## config.mk

```make
export PLATFORM = sky130hd
export DESIGN_NAME = alu
export DESIGN_NICKNAME = d
export VERILOG_FILES = /design/src/alu_pkg.sv /design/src/alu_decode.sv /design/src/alu_control.sv /design/src/alu_execute.sv /design/src/alu_result.sv /design/src/alu.sv
export VERILOG_INCLUDE_DIRS = /design/src
export SDC_FILE = /design/constraint.sdc
export NUM_CORES = 1
export LEC_CHECK = 0
export BUFFER_PORTS_ARGS = -buffer_cell sky130_fd_sc_hd__buf_2
export CORE_UTILIZATION = 53
export DETAILED_ROUTE_END_ITERATION = 16
export PLACE_DENSITY = 0.7
export SLEW_MARGIN = 20
export SYNTH_ARGS = -nofsm -noshare
export SYNTH_HDL_FRONTEND = slang
export SYNTH_HIERARCHICAL = 1
export SYNTH_SLANG_ARGS = --single-unit
```

## constraint.sdc

```tcl
create_clock -name clk -period 6.1 [get_ports clk]
set_clock_uncertainty 0.2 [all_clocks]
set_input_delay 0.61 -clock clk [delete_from_list [all_inputs] [get_ports clk]]
set_output_delay 0.61 -clock clk [all_outputs]
set_load 0.1 [all_outputs]
```

## src/alu_settings.svh

```systemverilog
/* Widths and opcodes for the sequential ALU
   Counter width must cover DATA_WIDTH-1 iterations */
`ifndef ALU_SETTINGS_SVH
`define ALU_SETTINGS_SVH

// Operand and result width
`define ALU_DATA_WIDTH 16

// Iteration counter, counts W-1 down to 0
`define ALU_CNT_WIDTH ($clog2(`ALU_DATA_WIDTH))

// Opcodes as seen on the command port
`define ALU_OP_ADD 2'd0
`define ALU_OP_SUB 2'd1
`define ALU_OP_MUL 2'd2
`define ALU_OP_DIV 2'd3

`endif

```

## src/alu_pkg.sv

```systemverilog
/* Types shared by the ALU blocks and the testbench
   Widths come from the settings header */
`include "alu_settings.svh"

package alu_pkg;

  typedef logic [`ALU_DATA_WIDTH-1:0]   data_t;  // Operand / result
  typedef logic [2*`ALU_DATA_WIDTH-1:0] wide_t;  // Dividend shift register
  typedef logic [`ALU_CNT_WIDTH-1:0]    cnt_t;   // Iteration counter

  typedef enum logic [1:0] {
    OP_ADD = `ALU_OP_ADD,
    OP_SUB = `ALU_OP_SUB,
    OP_MUL = `ALU_OP_MUL,
    OP_DIV = `ALU_OP_DIV
  } alu_op_e;

  // Sequencer states
  typedef enum logic [3:0] {
    IDLE,
    ADD_RUN,
    SUB_RUN,
    MUL_INIT,
    MUL_RUN,
    NEG_A,
    NEG_B,
    DIV_INIT,
    DIV_RUN,
    DIV_POST,
    DONE
  } alu_state_e;

  // Command on the input port
  typedef struct packed {
    data_t   a;
    data_t   b;
    alu_op_e op;
    logic    is_signed;  // Only affects DIV
  } alu_cmd_t;

  // Decoded command, held for the whole run
  typedef struct packed {
    alu_op_e op;
    logic    div_zero;  // DIV with b == 0
    logic    neg_ops;   // Signed DIV, magnitudes first
    logic    neg_quot;  // Quotient gets negated at the end
  } alu_dec_t;

  // One-hot step strobes
  typedef struct packed {
    logic load;
    logic do_add;
    logic do_sub;
    logic do_neg_a;
    logic do_neg_b;
    logic do_mul;
    logic do_div;
    logic do_post;
  } alu_ctrl_t;

  typedef struct packed {
    data_t data;
    logic  error;
  } alu_res_t;

endpackage

```

## src/alu_decode.sv

```systemverilog
/* Command decode, samples i_cmd only in the load cycle
   Output holds until the next accepted command */
`timescale 1ns/1ps
`include "alu_settings.svh"

module alu_decode import alu_pkg::*; (
  input  logic     clk,
  input  logic     rst_n,
  input  alu_cmd_t i_cmd,
  input  logic     i_load,
  output alu_dec_t o_dec
);

  logic     is_div;
  logic     b_zero;
  logic     sign_diff;
  alu_dec_t dec_d;

  assign is_div    = (i_cmd.op == OP_DIV);
  assign b_zero    = (i_cmd.b == '0);
  // Operand signs differ, quotient ends negative
  assign sign_diff = i_cmd.a[`ALU_DATA_WIDTH-1] ^ i_cmd.b[`ALU_DATA_WIDTH-1];

  // Accept-time classification
  always_comb begin
    dec_d          = '0;
    dec_d.op       = i_cmd.op;
    dec_d.div_zero = is_div && b_zero;      // Error path, no run
    dec_d.neg_ops  = is_div && i_cmd.is_signed;
    dec_d.neg_quot = dec_d.neg_ops && sign_diff;
  end

  // Held from accept to completion
  always_ff @(posedge clk or negedge rst_n) begin
    if (!rst_n) begin
      o_dec <= '0;
    end else if (i_load) begin
      o_dec <= dec_d;
    end
  end

endmodule

```

## src/alu_control.sv

```systemverilog
/* Sequencer for the shared-adder ALU, one command in flight
   Dispatch happens the cycle after load, from the registered decode */
`timescale 1ns/1ps
`include "alu_settings.svh"

module alu_control import alu_pkg::*; (
  input  logic      clk,
  input  logic      rst_n,
  input  logic      i_valid,
  input  alu_dec_t  i_dec,
  input  logic      i_taken,
  output logic      o_ready,
  output alu_ctrl_t o_ctrl,
  output logic      o_finish
);

  alu_state_e state_q;
  alu_state_e state_d;
  logic       pend_q;   // Command loaded, waiting for dispatch
  cnt_t       cnt_q;
  logic       cnt_zero;
  logic       running;  // Counter in use

  assign o_ready  = (state_q == IDLE) && !pend_q;
  assign cnt_zero = (cnt_q == '0);
  assign running  = (state_q == MUL_RUN) || (state_q == DIV_RUN);

  // Next state
  always_comb begin
    state_d = state_q;
    case (state_q)
      IDLE: begin
        if (pend_q) begin
          case (i_dec.op)
            OP_ADD: state_d = ADD_RUN;
            OP_SUB: state_d = SUB_RUN;
            OP_MUL: state_d = MUL_INIT;
            default: begin
              if (i_dec.div_zero) state_d = DONE;   // Straight to result
              else if (i_dec.neg_ops) state_d = NEG_A;
              else state_d = DIV_INIT;
            end
          endcase
        end
      end
      ADD_RUN, SUB_RUN: state_d = DONE;
      MUL_INIT: state_d = MUL_RUN;
      MUL_RUN:  if (cnt_zero) state_d = DONE;
      NEG_A:    state_d = NEG_B;
      NEG_B:    state_d = DIV_INIT;
      DIV_INIT: state_d = DIV_RUN;
      DIV_RUN:  if (cnt_zero) state_d = DIV_POST;
      DIV_POST: state_d = DONE;
      DONE:     if (i_taken) state_d = IDLE;    // Back to idle once consumed
      default:  state_d = IDLE;
    endcase
  end

  always_ff @(posedge clk or negedge rst_n) begin
    if (!rst_n) begin
      state_q <= IDLE;
      pend_q  <= 1'b0;
    end else begin
      state_q <= state_d;
      pend_q  <= o_ctrl.load;  // Dispatch always leaves IDLE
    end
  end

  // W-1 preset outside the runs, down count inside
  always_ff @(posedge clk or negedge rst_n) begin
    if (!rst_n) begin
      cnt_q <= cnt_t'(`ALU_DATA_WIDTH - 1);
    end else if (running) begin
      cnt_q <= cnt_q - 1'b1;
    end else begin
      cnt_q <= cnt_t'(`ALU_DATA_WIDTH - 1);
    end
  end

  // Step strobes
  always_comb begin
    o_ctrl          = '0;
    o_ctrl.load     = i_valid && o_ready;
    o_ctrl.do_add   = (state_q == ADD_RUN);
    o_ctrl.do_sub   = (state_q == SUB_RUN);
    o_ctrl.do_neg_a = (state_q == NEG_A);
    o_ctrl.do_neg_b = (state_q == NEG_B);
    o_ctrl.do_mul   = (state_q == MUL_RUN);
    o_ctrl.do_div   = (state_q == DIV_RUN);
    o_ctrl.do_post  = (state_q == DIV_POST);
  end

  // One pulse, on the edge that enters DONE
  assign o_finish = (state_d == DONE) && (state_q != DONE);

endmodule

```

## src/alu_execute.sv

```systemverilog
/* Datapath around one W-bit adder with carry in and out
   MUL keeps the low W product bits and DIV works on magnitudes only */
`timescale 1ns/1ps
`include "alu_settings.svh"

module alu_execute import alu_pkg::*; (
  input  logic      clk,
  input  logic      rst_n,
  input  alu_cmd_t  i_cmd,
  input  alu_ctrl_t i_ctrl,
  input  alu_dec_t  i_dec,
  output data_t     o_data
);

  localparam int W = `ALU_DATA_WIDTH;

  wide_t a_reg;     // Upper half is the partial remainder in DIV
  data_t b_reg;     // Multiplicand / divisor
  data_t acc;       // Sum, product or quotient
  data_t acc_d;     // Value acc takes on the coming edge

  data_t add_a;
  data_t add_b;
  logic  add_cin;
  data_t add_sum;
  logic  add_cout;
  logic  divides;   // Trial subtract did not go negative

  // Adder input select from the one-hot strobes
  always_comb begin
    add_a   = '0;
    add_b   = '0;
    add_cin = 1'b0;
    if (i_ctrl.do_add) begin
      add_a = a_reg[W-1:0];
      add_b = b_reg;
    end else if (i_ctrl.do_sub) begin
      add_a   = a_reg[W-1:0];
      add_b   = ~b_reg;
      add_cin = 1'b1;          // a + ~b + 1
    end else if (i_ctrl.do_neg_a) begin
      add_a   = ~a_reg[W-1:0];
      add_cin = 1'b1;          // Two's complement of a
    end else if (i_ctrl.do_neg_b) begin
      add_a   = ~b_reg;
      add_cin = 1'b1;
    end else if (i_ctrl.do_mul) begin
      add_a = acc;             // Partial product plus shifted b
      add_b = b_reg;
    end else if (i_ctrl.do_div) begin
      // Shifted remainder minus divisor
      add_a   = a_reg[2*W-2:W-1];
      add_b   = ~b_reg;
      add_cin = 1'b1;
    end else if (i_ctrl.do_post) begin
      add_a   = ~acc;          // Negate quotient
      add_cin = 1'b1;
    end
  end

  // The shared adder
  assign {add_cout, add_sum} = {1'b0, add_a} + {1'b0, add_b} + {{W{1'b0}}, add_cin};

  // Bit shifted out of the remainder makes it >= b regardless of the trial
  assign divides = a_reg[2*W-1] | add_cout;

  always_ff @(posedge clk) begin
    if (i_ctrl.load) begin
      a_reg <= {{W{1'b0}}, i_cmd.a};
    end else if (i_ctrl.do_neg_a) begin
      if (a_reg[W-1]) a_reg[W-1:0] <= add_sum;   // Only when negative
    end else if (i_ctrl.do_mul) begin
      a_reg[W-1:0] <= {1'b0, a_reg[W-1:1]};      // Next multiplier bit to LSB
    end else if (i_ctrl.do_div) begin
      if (divides) begin
        a_reg <= {add_sum, a_reg[W-2:0], 1'b0};  // Keep the difference
      end else begin
        a_reg <= {a_reg[2*W-2:0], 1'b0};
      end
    end
  end

  always_ff @(posedge clk) begin
    if (i_ctrl.load) begin
      b_reg <= i_cmd.b;
    end else if (i_ctrl.do_neg_b) begin
      if (b_reg[W-1]) b_reg <= add_sum;
    end else if (i_ctrl.do_mul) begin
      b_reg <= {b_reg[W-2:0], 1'b0};  // Weight of the next multiplier bit
    end
  end

  // Accumulator cleared at accept so a div-by-zero sees zero
  always_comb begin
    acc_d = acc;
    if (i_ctrl.load) begin
      acc_d = '0;
    end else if (i_ctrl.do_add || i_ctrl.do_sub) begin
      acc_d = add_sum;
    end else if (i_ctrl.do_mul) begin
      if (a_reg[0]) acc_d = add_sum;
    end else if (i_ctrl.do_div) begin
      acc_d = {acc[W-2:0], divides};   // Quotient bits enter MSB first
    end else if (i_ctrl.do_post) begin
      if (i_dec.neg_quot) acc_d = add_sum;
    end
  end

  always_ff @(posedge clk or negedge rst_n) begin
    if (!rst_n) begin
      acc <= '0;
    end else begin
      acc <= acc_d;
    end
  end

  // Result stage loads on the same edge as the last step
  assign o_data = acc_d;

endmodule

```

## src/alu_result.sv

```systemverilog
/* Result holding stage, stable until the consumer takes it
   Error results always carry zero data */
`timescale 1ns/1ps

module alu_result import alu_pkg::*; (
  input  logic     clk,
  input  logic     rst_n,
  input  logic     i_finish,
  input  data_t    i_data,
  input  alu_dec_t i_dec,
  input  logic     i_ready,
  output alu_res_t o_res,
  output logic     o_valid,
  output logic     o_taken
);

  // Output handshake completes
  assign o_taken = o_valid && i_ready;

  always_ff @(posedge clk or negedge rst_n) begin
    if (!rst_n) begin
      o_valid <= 1'b0;
    end else if (i_finish) begin
      o_valid <= 1'b1;
    end else if (o_taken) begin
      o_valid <= 1'b0;
    end
  end

  // Payload captured once per command
  always_ff @(posedge clk) begin
    if (i_finish) begin
      o_res.error <= i_dec.div_zero;
      o_res.data  <= i_dec.div_zero ? '0 : i_data;
    end
  end

endmodule

```

## src/alu.sv

```systemverilog
/* Sequential 16-bit ALU, valid/ready on both sides
   Not pipelined: o_ready only while idle, one command in flight */
`timescale 1ns/1ps

module alu import alu_pkg::*; (
  input  logic     clk,
  input  logic     rst_n,
  input  alu_cmd_t i_cmd,
  input  logic     i_valid,
  output logic     o_ready,
  output alu_res_t o_res,
  output logic     o_valid,
  input  logic     i_ready
);

  alu_dec_t  dec;
  alu_ctrl_t ctrl;
  data_t     exec_data;
  logic      finish;    // Loads the result stage
  logic      taken;     // Result consumed

  alu_decode u_decode (
    .clk    (clk),
    .rst_n  (rst_n),
    .i_cmd  (i_cmd),
    .i_load (ctrl.load),
    .o_dec  (dec)
  );

  alu_control u_control (
    .clk      (clk),
    .rst_n    (rst_n),
    .i_valid  (i_valid),
    .i_dec    (dec),
    .i_taken  (taken),
    .o_ready  (o_ready),
    .o_ctrl   (ctrl),
    .o_finish (finish)
  );

  alu_execute u_execute (
    .clk    (clk),
    .rst_n  (rst_n),
    .i_cmd  (i_cmd),
    .i_ctrl (ctrl),
    .i_dec  (dec),
    .o_data (exec_data)
  );

  alu_result u_result (
    .clk      (clk),
    .rst_n    (rst_n),
    .i_finish (finish),
    .i_data   (exec_data),
    .i_dec    (dec),
    .i_ready  (i_ready),
    .o_res    (o_res),
    .o_valid  (o_valid),
    .o_taken  (taken)
  );

endmodule

```

==> After elaboration in Yosys (flattened, before gate mapping) <==
Index checks and enable logic that the tools add are counted.
{ "word_totals": {"regBits": 96, "in_bits": 39, "out_inout_bits": 19, "wordCells": 112} }
{ "classes": {"add_sub_neg": 3, "eq_ne": 17, "mux": 48, "bitwise": 7, "reduce_logical": 21} }
{ "ops": {"columns": ["operator", "count"], "rows": [
  ["2-to-1 mux 16 bit", 28],
  ["2-to-1 mux 32 bit", 2],
  ["NOT 16 bit", 3],
  ["one-hot mux 4 bit (9 select lines)", 1],
  ["2-to-1 mux 4 bit", 6],
  ["adder 16 x 16 -> 17 bit", 1],
  ["adder 17 x 1 -> 17 bit", 1],
  ["== test 4 x 3 -> 1 bit, second input constant", 4],
  ["== test 4 bit, second input constant", 4],
  ["logical NOT 16 bit", 1],
  ["one-hot mux 4 bit (3 select lines)", 1],
  ["2-to-1 mux 1 bit", 9],
  ["== test 4 x 2 -> 1 bit, second input constant", 2],
  ["logical NOT 4 bit", 2],
  ["logical AND 1 bit", 7],
  ["inequality test 3 x 1 -> 1 bit, second input constant", 2],
  ["== test 2 bit, second input constant", 2],
  ["== test 4 x 1 -> 1 bit, second input constant", 1],
  ["inequality test 4 bit, second input constant", 1],
  ["AND reduction 2 bit", 2],
  ["nonzero test 4 bit", 1],
  ["subtractor 4 x 1 -> 4 bit, second input constant", 1],
  ["AND reduction 3 bit", 1],
  ["nonzero test 3 bit", 1],
  ["10 further kinds", 12]
]} }

==> Longest topological paths before layout <==
Gate-level depths: netlist of the first run.
{ "logic_depth": {"word_depth": 16, "depth_mapped": 21, "ltp_nobuf": 19} }

==> By module <==
The synthesis of the first run kept the hierarchy.
{ "modules_own_cells": {"columns": ["mod", "n_inst", "cells_each", "area_each_um2", "seq_area_each_um2"], "rows": [
  ["alu_execute", 1, 687, 5397.7, 1681.6],
  ["alu_result", 1, 38, 696.9, 535.5],
  ["alu_control", 1, 75, 650.6, 230.2],
  ["alu_decode", 1, 22, 235.2, 125.1]
]} }

==> Worst setup path after synthesis of the first run <==
No wires, ideal clock.
{ "synth_path": {"path_kind": "reg-to-reg", "from": "register u_control.state_q[3]", "to": "register, netlist name u_result/o_res[1]", "setup_time_ns": 0.255, "arrival_ns": 4.325, "slack_ns": 1.319, "stages_incl_launch_ff": 20, "path_buffers": 3, "synth_period_minus_slack_ns": 4.781, "path_cell_list": "dfrtp_1 clkbuf_1 nand2b_1 nor3_1 clkbuf_1 buf_1 mux2i_1 mux2i_1 o21ai_0 o21ai_0 fa_1 inv_1 fa_1 nor2b_1 o211ai_1 a21oi_2 o211a_1 or3_1 a32o_1 and2b_2"} }
{ "synth_rtl": {"columns": ["element", "line_no", "source"], "rows": [
  ["start: declaration", "alu_control.sv:17", "alu_state_e state_q;"],
  ["start signal: assignment", "alu_control.sv:64", "state_q <= state_d;"]
]} }

==> impl_metrics.py, run 1 <==
metrics = {
    "yosys": {
        "synth_edf_count": 49,
        "syn_area_um2": 6980,
        "yosysWarningCount": 6,
        "synth_xor_xnor_area_share_pct": 1.76,
        "syn_avg_cell_area_um2": 8.49,
        "synth-main-ff-cell": "edfxtp_1",
        "async_flop_share_pct": 32.3,
        "synthAdderAreaFrac_pct": 3.98,
        "yosysSeqAreaShare_pct": 36.9,
        "syn_inst": 822,
        "ys_ff_latch": 96,
        "synth_mux_area_share_pct": 6.83,
        "synth_cell_types": 77,
        "synth-simple-area-share_pct": 19.3,
        "synth_top_family_by_area": "compound AO/OA/AOI/OAI gates",
        "synth-compound-area-share_pct": 26.1,
        "synth_fp_nets": 882,
    },
    "critical_path": {
        "endpoint": "u_result/o_res[14]",
        "critPathCaptureType": "flop",
        "cp_data_arrival_time_ns": 5.72,
        "reg2reg_from": "u_control/state_q[3]",
        "r2r_setup_slack_ns": 0.41,
        "r2r-end": "u_result/o_res[14]",
        "cp.required_ns": 6.13,
        "worstSetupStartpoint": "u_control/state_q[3]",
        "startpoint_type": "flop",
        "crit_type": "flop to flop",
        "r2r_cells": 16,
        "crit_path_max_fanout": 35,
    },
    "run_status": {
        "status": "finished, final reports clean",
    },
    "grt": {
        "grt_max_degree": 89,
        "overflow": 0,
        "grt_usage_pct": 35.8,
        "grt_pass1_wl_um": 35400,
        "antenna_found_initial": 2,
        "grt_pass1_vias": 6241,
    },
    "detailed_routing": {
        "drt-total-wl_um": 23100,
        "via_per_inst": 6.48,
        "firstDrtPassIters": 5,
        "vias": 6718,
        "drc": 0,
        "ant_nets": 0,
        "wl_per_cell_um": 22.3,
        "first_iter_violations": 808,
    },
    "die": {
        "io_pins": 58,
        "fp.dieW_um": 117,
        "start_util_pct": 54.9,
        "die_y_um": 117,
        "dieArea_um2": 13600,
        "rows": 41,
        "core_area_um2": 12700,
    },
    "sta": {
        "finalSetupViolCount": 0,
        "rsz0062_at_grt": "false",
        "setup_tns_ns": 0,
        "slew-limit-headroom_pct": 33.7,
        "worst_pin_slew_ns": 0.987,
        "hold_viol_final": 0,
        "fmax_ghz": 0.176,
        "finalCriticalPeriod_ns": 5.69,
        "setup_ws_ns": 0.413,
        "fin_crit_sh_pct": 93.2,
        "slew_violations": 0,
    },
    "cts": {
        "clk_pin_slew_ns": 0.08,
        "cts_tree": "built",
        "clockRootBuffer": "clkbuf_16",
        "hold_buffers": 0,
        "insertion_delay_ns": 0.36,
        "post_cts_buffers": 0,
        "cts_max_level": 3,
        "cts_buffers": 9,
        "cts_buffer_depth": 2,
        "cts_sinks": 96,
        "cts_resized": 0,
    },
    "placed_design": {
        "dp_slack_ns": 0.441,
        "dp_hpwl_um": 16800,
        "io_buffers": 57,
        "routabilityCongestion": 0.976,
        "placed_cell_area_um2": 7440,
    },
    "finish": {
        "fillers": 1196,
        "largest_reg_flops": 32,
        "finish.instance_area_um2": 7730,
        "nNetsFinal": 918,
        "drive_gt1_share_pct": 15.8,
        "syn2layout_area_growth_pct": 10.7,
    },
    "job": {
        "drv_cap": 0,
    },
    "hold_path": {
        "hold_path_class": "primary input to asynchronous set/reset pin",
    },
}
worst min path at each step:
| stage | from | to | cells after the start |
|---|---|---|---|
| 3_3_place_gp | u_control/cnt_q[0] | u_control/cnt_q[0] | 1 |
| 6_report | rst_n | u_execute/acc[8] | 1 |
| 3_5_place_dp | u_control/cnt_q[0] | u_control/cnt_q[0] | 1 |
| 5_1_grt | rst_n | u_execute/acc[8] | 1 |
| 2_1_floorplan | rst_n | u_control/pend_q | 0 |
| 4_1_cts | rst_n | u_execute/acc[8] | 1 |
metal layers:
layer,part of all wire [%],vias to the layer above,track usage [%],routed length [µm]
met5,0.069,-,0,16
met4,4.4,2,18.6,1020
met3,8.8,71,9.13,2050
met2,45,330,54.4,10300
met1,42,3190,46.9,9740
li1,-,3125,-,-
cell type report:
type	instances	area [µm²]	share of cell area [%]
Inverter	31	116	1.51
Sequential cell	96	2570	33.3
Clock buffer	10	229	2.96
Tap cell	172	215	2.78
Clock inverter	6	52.6	0.680
Antenna cell	1	2.50	0.0324
Timing Repair Buffer	83	480	6.22
Multi-Input combinational cell	637	4060	52.5
synthesized netlist by cell type (all sizes together), types with 10 or more instances:
library cell  count  area [µm²]
o22ai            18         113
dfrtp            27         676
a211oi           16         125
nand3            23         115
nand2           112         420
buf              16        90.1
nor2b            15         111
nand2b           14        87.6
nor2             46         173
o211ai           15         118
edfxtp           49        1470
inv              29         109
dfxtp            16         320
nor3             10        50.1
a21oi            39         199
o21ai           107         536
a311oi           11        96.3
mux2i            42         420
a221oi           11        96.3
clkbuf           42         158
ha               19         238
critical path, stage by stage, from the launching register on:
cell and delay (ns):
dfrtp_1 0.47, nand2b_1 0.33, nor3_2 0.19, buf_4 0.49, buf_4 0.37, mux2i_1 0.43
mux2i_1 0.13, o21ai_0 0.15, o21ai_0 0.10, ha_1 0.45, o211ai_1 0.17, o21ai_1 0.37
nor3b_1 0.49, mux2i_2 0.50, nand2_1 0.11, a221oi_1 0.38, and2b_2 0.21
logic make-up after synthesis:
group / count (synthesis)
adder cells (fa/ha/maj): 21
multiplexers: 47
AO/OA/AOI/OAI: 281
buffers and inverters: 89
AND/OR/NAND/NOR: 274
XOR/XNOR: 14
flip-flops: 96
cells in the final DEF, fill, tap and decap left out, types with 23 or more instances in the layout:
| master | n |
|---|---|
| buf_2 | 57 |
| inv_1 | 28 |
| edfxtp_1 | 49 |
| nand3_1 | 23 |
| buf_4 | 26 |
| a21oi_1 | 38 |
| dfrtp_1 | 27 |
| o21ai_0 | 92 |
| nand2_1 | 112 |
| mux2i_1 | 41 |
| nor2_1 | 45 |
per-stage QoR:
stage | instances | util, % | hold slack [ns]
after floorplan | 822 | - | 0.114
after global placement | 1019 | 58.5 | 0.234
after detailed placement | 1019 | 58.5 | 0.257
after CTS | 1035 | 60.7 | 0.133
after global routing | 1035 | 60.7 | 0.174
final | 1036 | 60.8 | 0.119
Power of run 1 is not shown: default switching activity piles up to over one toggle a cycle in this logic, so the estimate is an artifact.
==> inputs of run 2 (changes only) <==
Settings changed: CTS_BUF_LIST set to sky130_fd_sc_hd__clkbuf_8 sky130_fd_sc_hd__clkbuf_16, PLACE_DENSITY 0.7 to 0.78.
==> impl_metrics.py, run 2 (synthesis gave the netlist of run 1 again) <==
metrics = {
    "placed_design": {
        "dp_hpwl_um": 15900,
        "dp_slack_ns": 0.644,
        "routabilityCongestion": 0.947,
        "io_buffers": 57,
    },
    "die": {
        "dieArea_um2": 13600,
        "core_area_um2": 12700,
        "die_y_um": 117,
        "rows": 41,
        "io_pins": 58,
        "fp.dieW_um": 117,
        "start_util_pct": 54.9,
    },
    "critical_path": {
        "r2r_cells": 17,
        "reg2reg_from": "u_control/state_q[1]",
        "critPathCaptureType": "flop",
        "r2r-end": "u_result/o_res[14]",
        "startpoint_type": "flop",
        "worstSetupStartpoint": "u_control/state_q[1]",
        "crit_type": "flop to flop",
        "cp.required_ns": 6.13,
        "endpoint": "u_result/o_res[14]",
        "r2r_setup_slack_ns": 0.41,
        "cp_data_arrival_time_ns": 5.73,
        "crit_path_max_fanout": 10,
    },
    "sta": {
        "setup_ws_ns": 0.406,
        "setup_tns_ns": 0,
        "fmax_ghz": 0.176,
        "fin_crit_sh_pct": 93.3,
        "worst_pin_slew_ns": 0.973,
        "rsz0062_at_grt": "false",
        "hold_slack_ns": 0.0930,
        "slew-limit-headroom_pct": 34.7,
        "finalCriticalPeriod_ns": 5.69,
        "hold_viol_final": 0,
        "finalSetupViolCount": 0,
        "slew_violations": 0,
    },
    "cts": {
        "cts_tree": "built",
        "clockRootBuffer": "clkbuf_16",
        "cts_buffer_depth": 2,
        "cts_max_level": 3,
        "post_cts_buffers": 0,
        "hold_buffers": 0,
        "cts_buffers": 9,
        "clk_pin_slew_ns": 0.08,
        "cts_sinks": 96,
        "cts_resized": 0,
        "insertion_delay_ns": 0.36,
    },
    "run_status": {
        "status": "finished, final reports clean",
    },
    "grt": {
        "antenna_found_initial": 0,
        "grt_usage_pct": 33.8,
        "grt_pass1_wl_um": 33800,
        "overflow": 0,
        "grt_max_degree": 89,
        "grt_pass1_vias": 6193,
    },
    "detailed_routing": {
        "ant_nets": 0,
        "first_iter_violations": 779,
        "drc": 0,
        "via_per_inst": 6.52,
        "vias": 6717,
        "drt-total-wl_um": 22100,
        "firstDrtPassIters": 5,
        "wl_per_cell_um": 21.4,
    },
    "finish": {
        "drive_gt1_share_pct": 15.3,
        "regArea_um2": 2570,
        "nNetsFinal": 913,
        "largest_reg_flops": 32,
        "final_common_cell": "nand2_1",
        "multi_input_area_um2": 4060,
        "final_cell_mix": "nand2_1 (112), o21ai_0 (92), buf_2 (57), edfxtp_1 (49), nor2_1 (45)",
        "fillers": 1149,
        "syn2layout_area_growth_pct": 10.6,
        "diodes": 0,
    },
    "job": {
        "drv_cap": 0,
    },
    "hold_path": {
        "hold_path_class": "primary input to asynchronous set/reset pin",
    },
}
## run 2: layer usage
layer	track usage (%)	routed length, µm	up-vias
met4	19.9	1150	0
met1	43.2	8970	3128
met2	51.2	9710	392
li1	-	-	3111
met3	9.39	2240	86
met5	0	0	-
## run 2: critical path, cell delays in order (launching register included)
cell and delay, ns:
dfrtp_1 0.48, or4b_1 0.65, inv_2 0.10, nand2b_1 0.34, buf_4 0.23, o21ai_0 0.08, mux2i_1 0.35, mux2i_1 0.13
o21ai_0 0.16, o21ai_0 0.11, ha_1 0.44, o211ai_1 0.17, o21ai_1 0.31, nor3b_1 0.44, mux2i_1 0.59, nand2_1 0.14
a221oi_1 0.42, and2b_2 0.22
## run 2: through the flow
step           area [µm²]  cells  utilization [%]
2_1_floorplan        6980    822                -
3_3_place_gp         7400   1014             58.2
3_5_place_dp         7400   1014             58.2
4_1_cts              7720   1030             60.7
5_1_grt              7720   1030             60.7
6_report             7720   1030             60.7
## run 2: how the worst min path moves through the flow
stage	slack, ns	to	depth (start not counted)	start
floorplan	0.11	u_control/pend_q	0	rst_n
global placement	0.24	u_control/cnt_q[0]	1	u_control/cnt_q[0]
detailed placement	0.25	u_control/cnt_q[0]	1	u_control/cnt_q[0]
CTS	0.11	u_execute/acc[14]	1	rst_n
global route	0.13	u_execute/acc[14]	1	rst_n
finish	0.09	u_execute/acc[9]	1	rst_n
## run 2: layout make-up
cell class	instances	area share, %
Multi-Input combinational cell	637	52.6
Sequential cell	96	33.3
Timing Repair Buffer	78	5.74
Clock buffer	9	2.92
Tap cell	172	2.79
Inverter	31	1.51
Clock inverter	7	1.15
Power of run 2 is left out for the same reason.
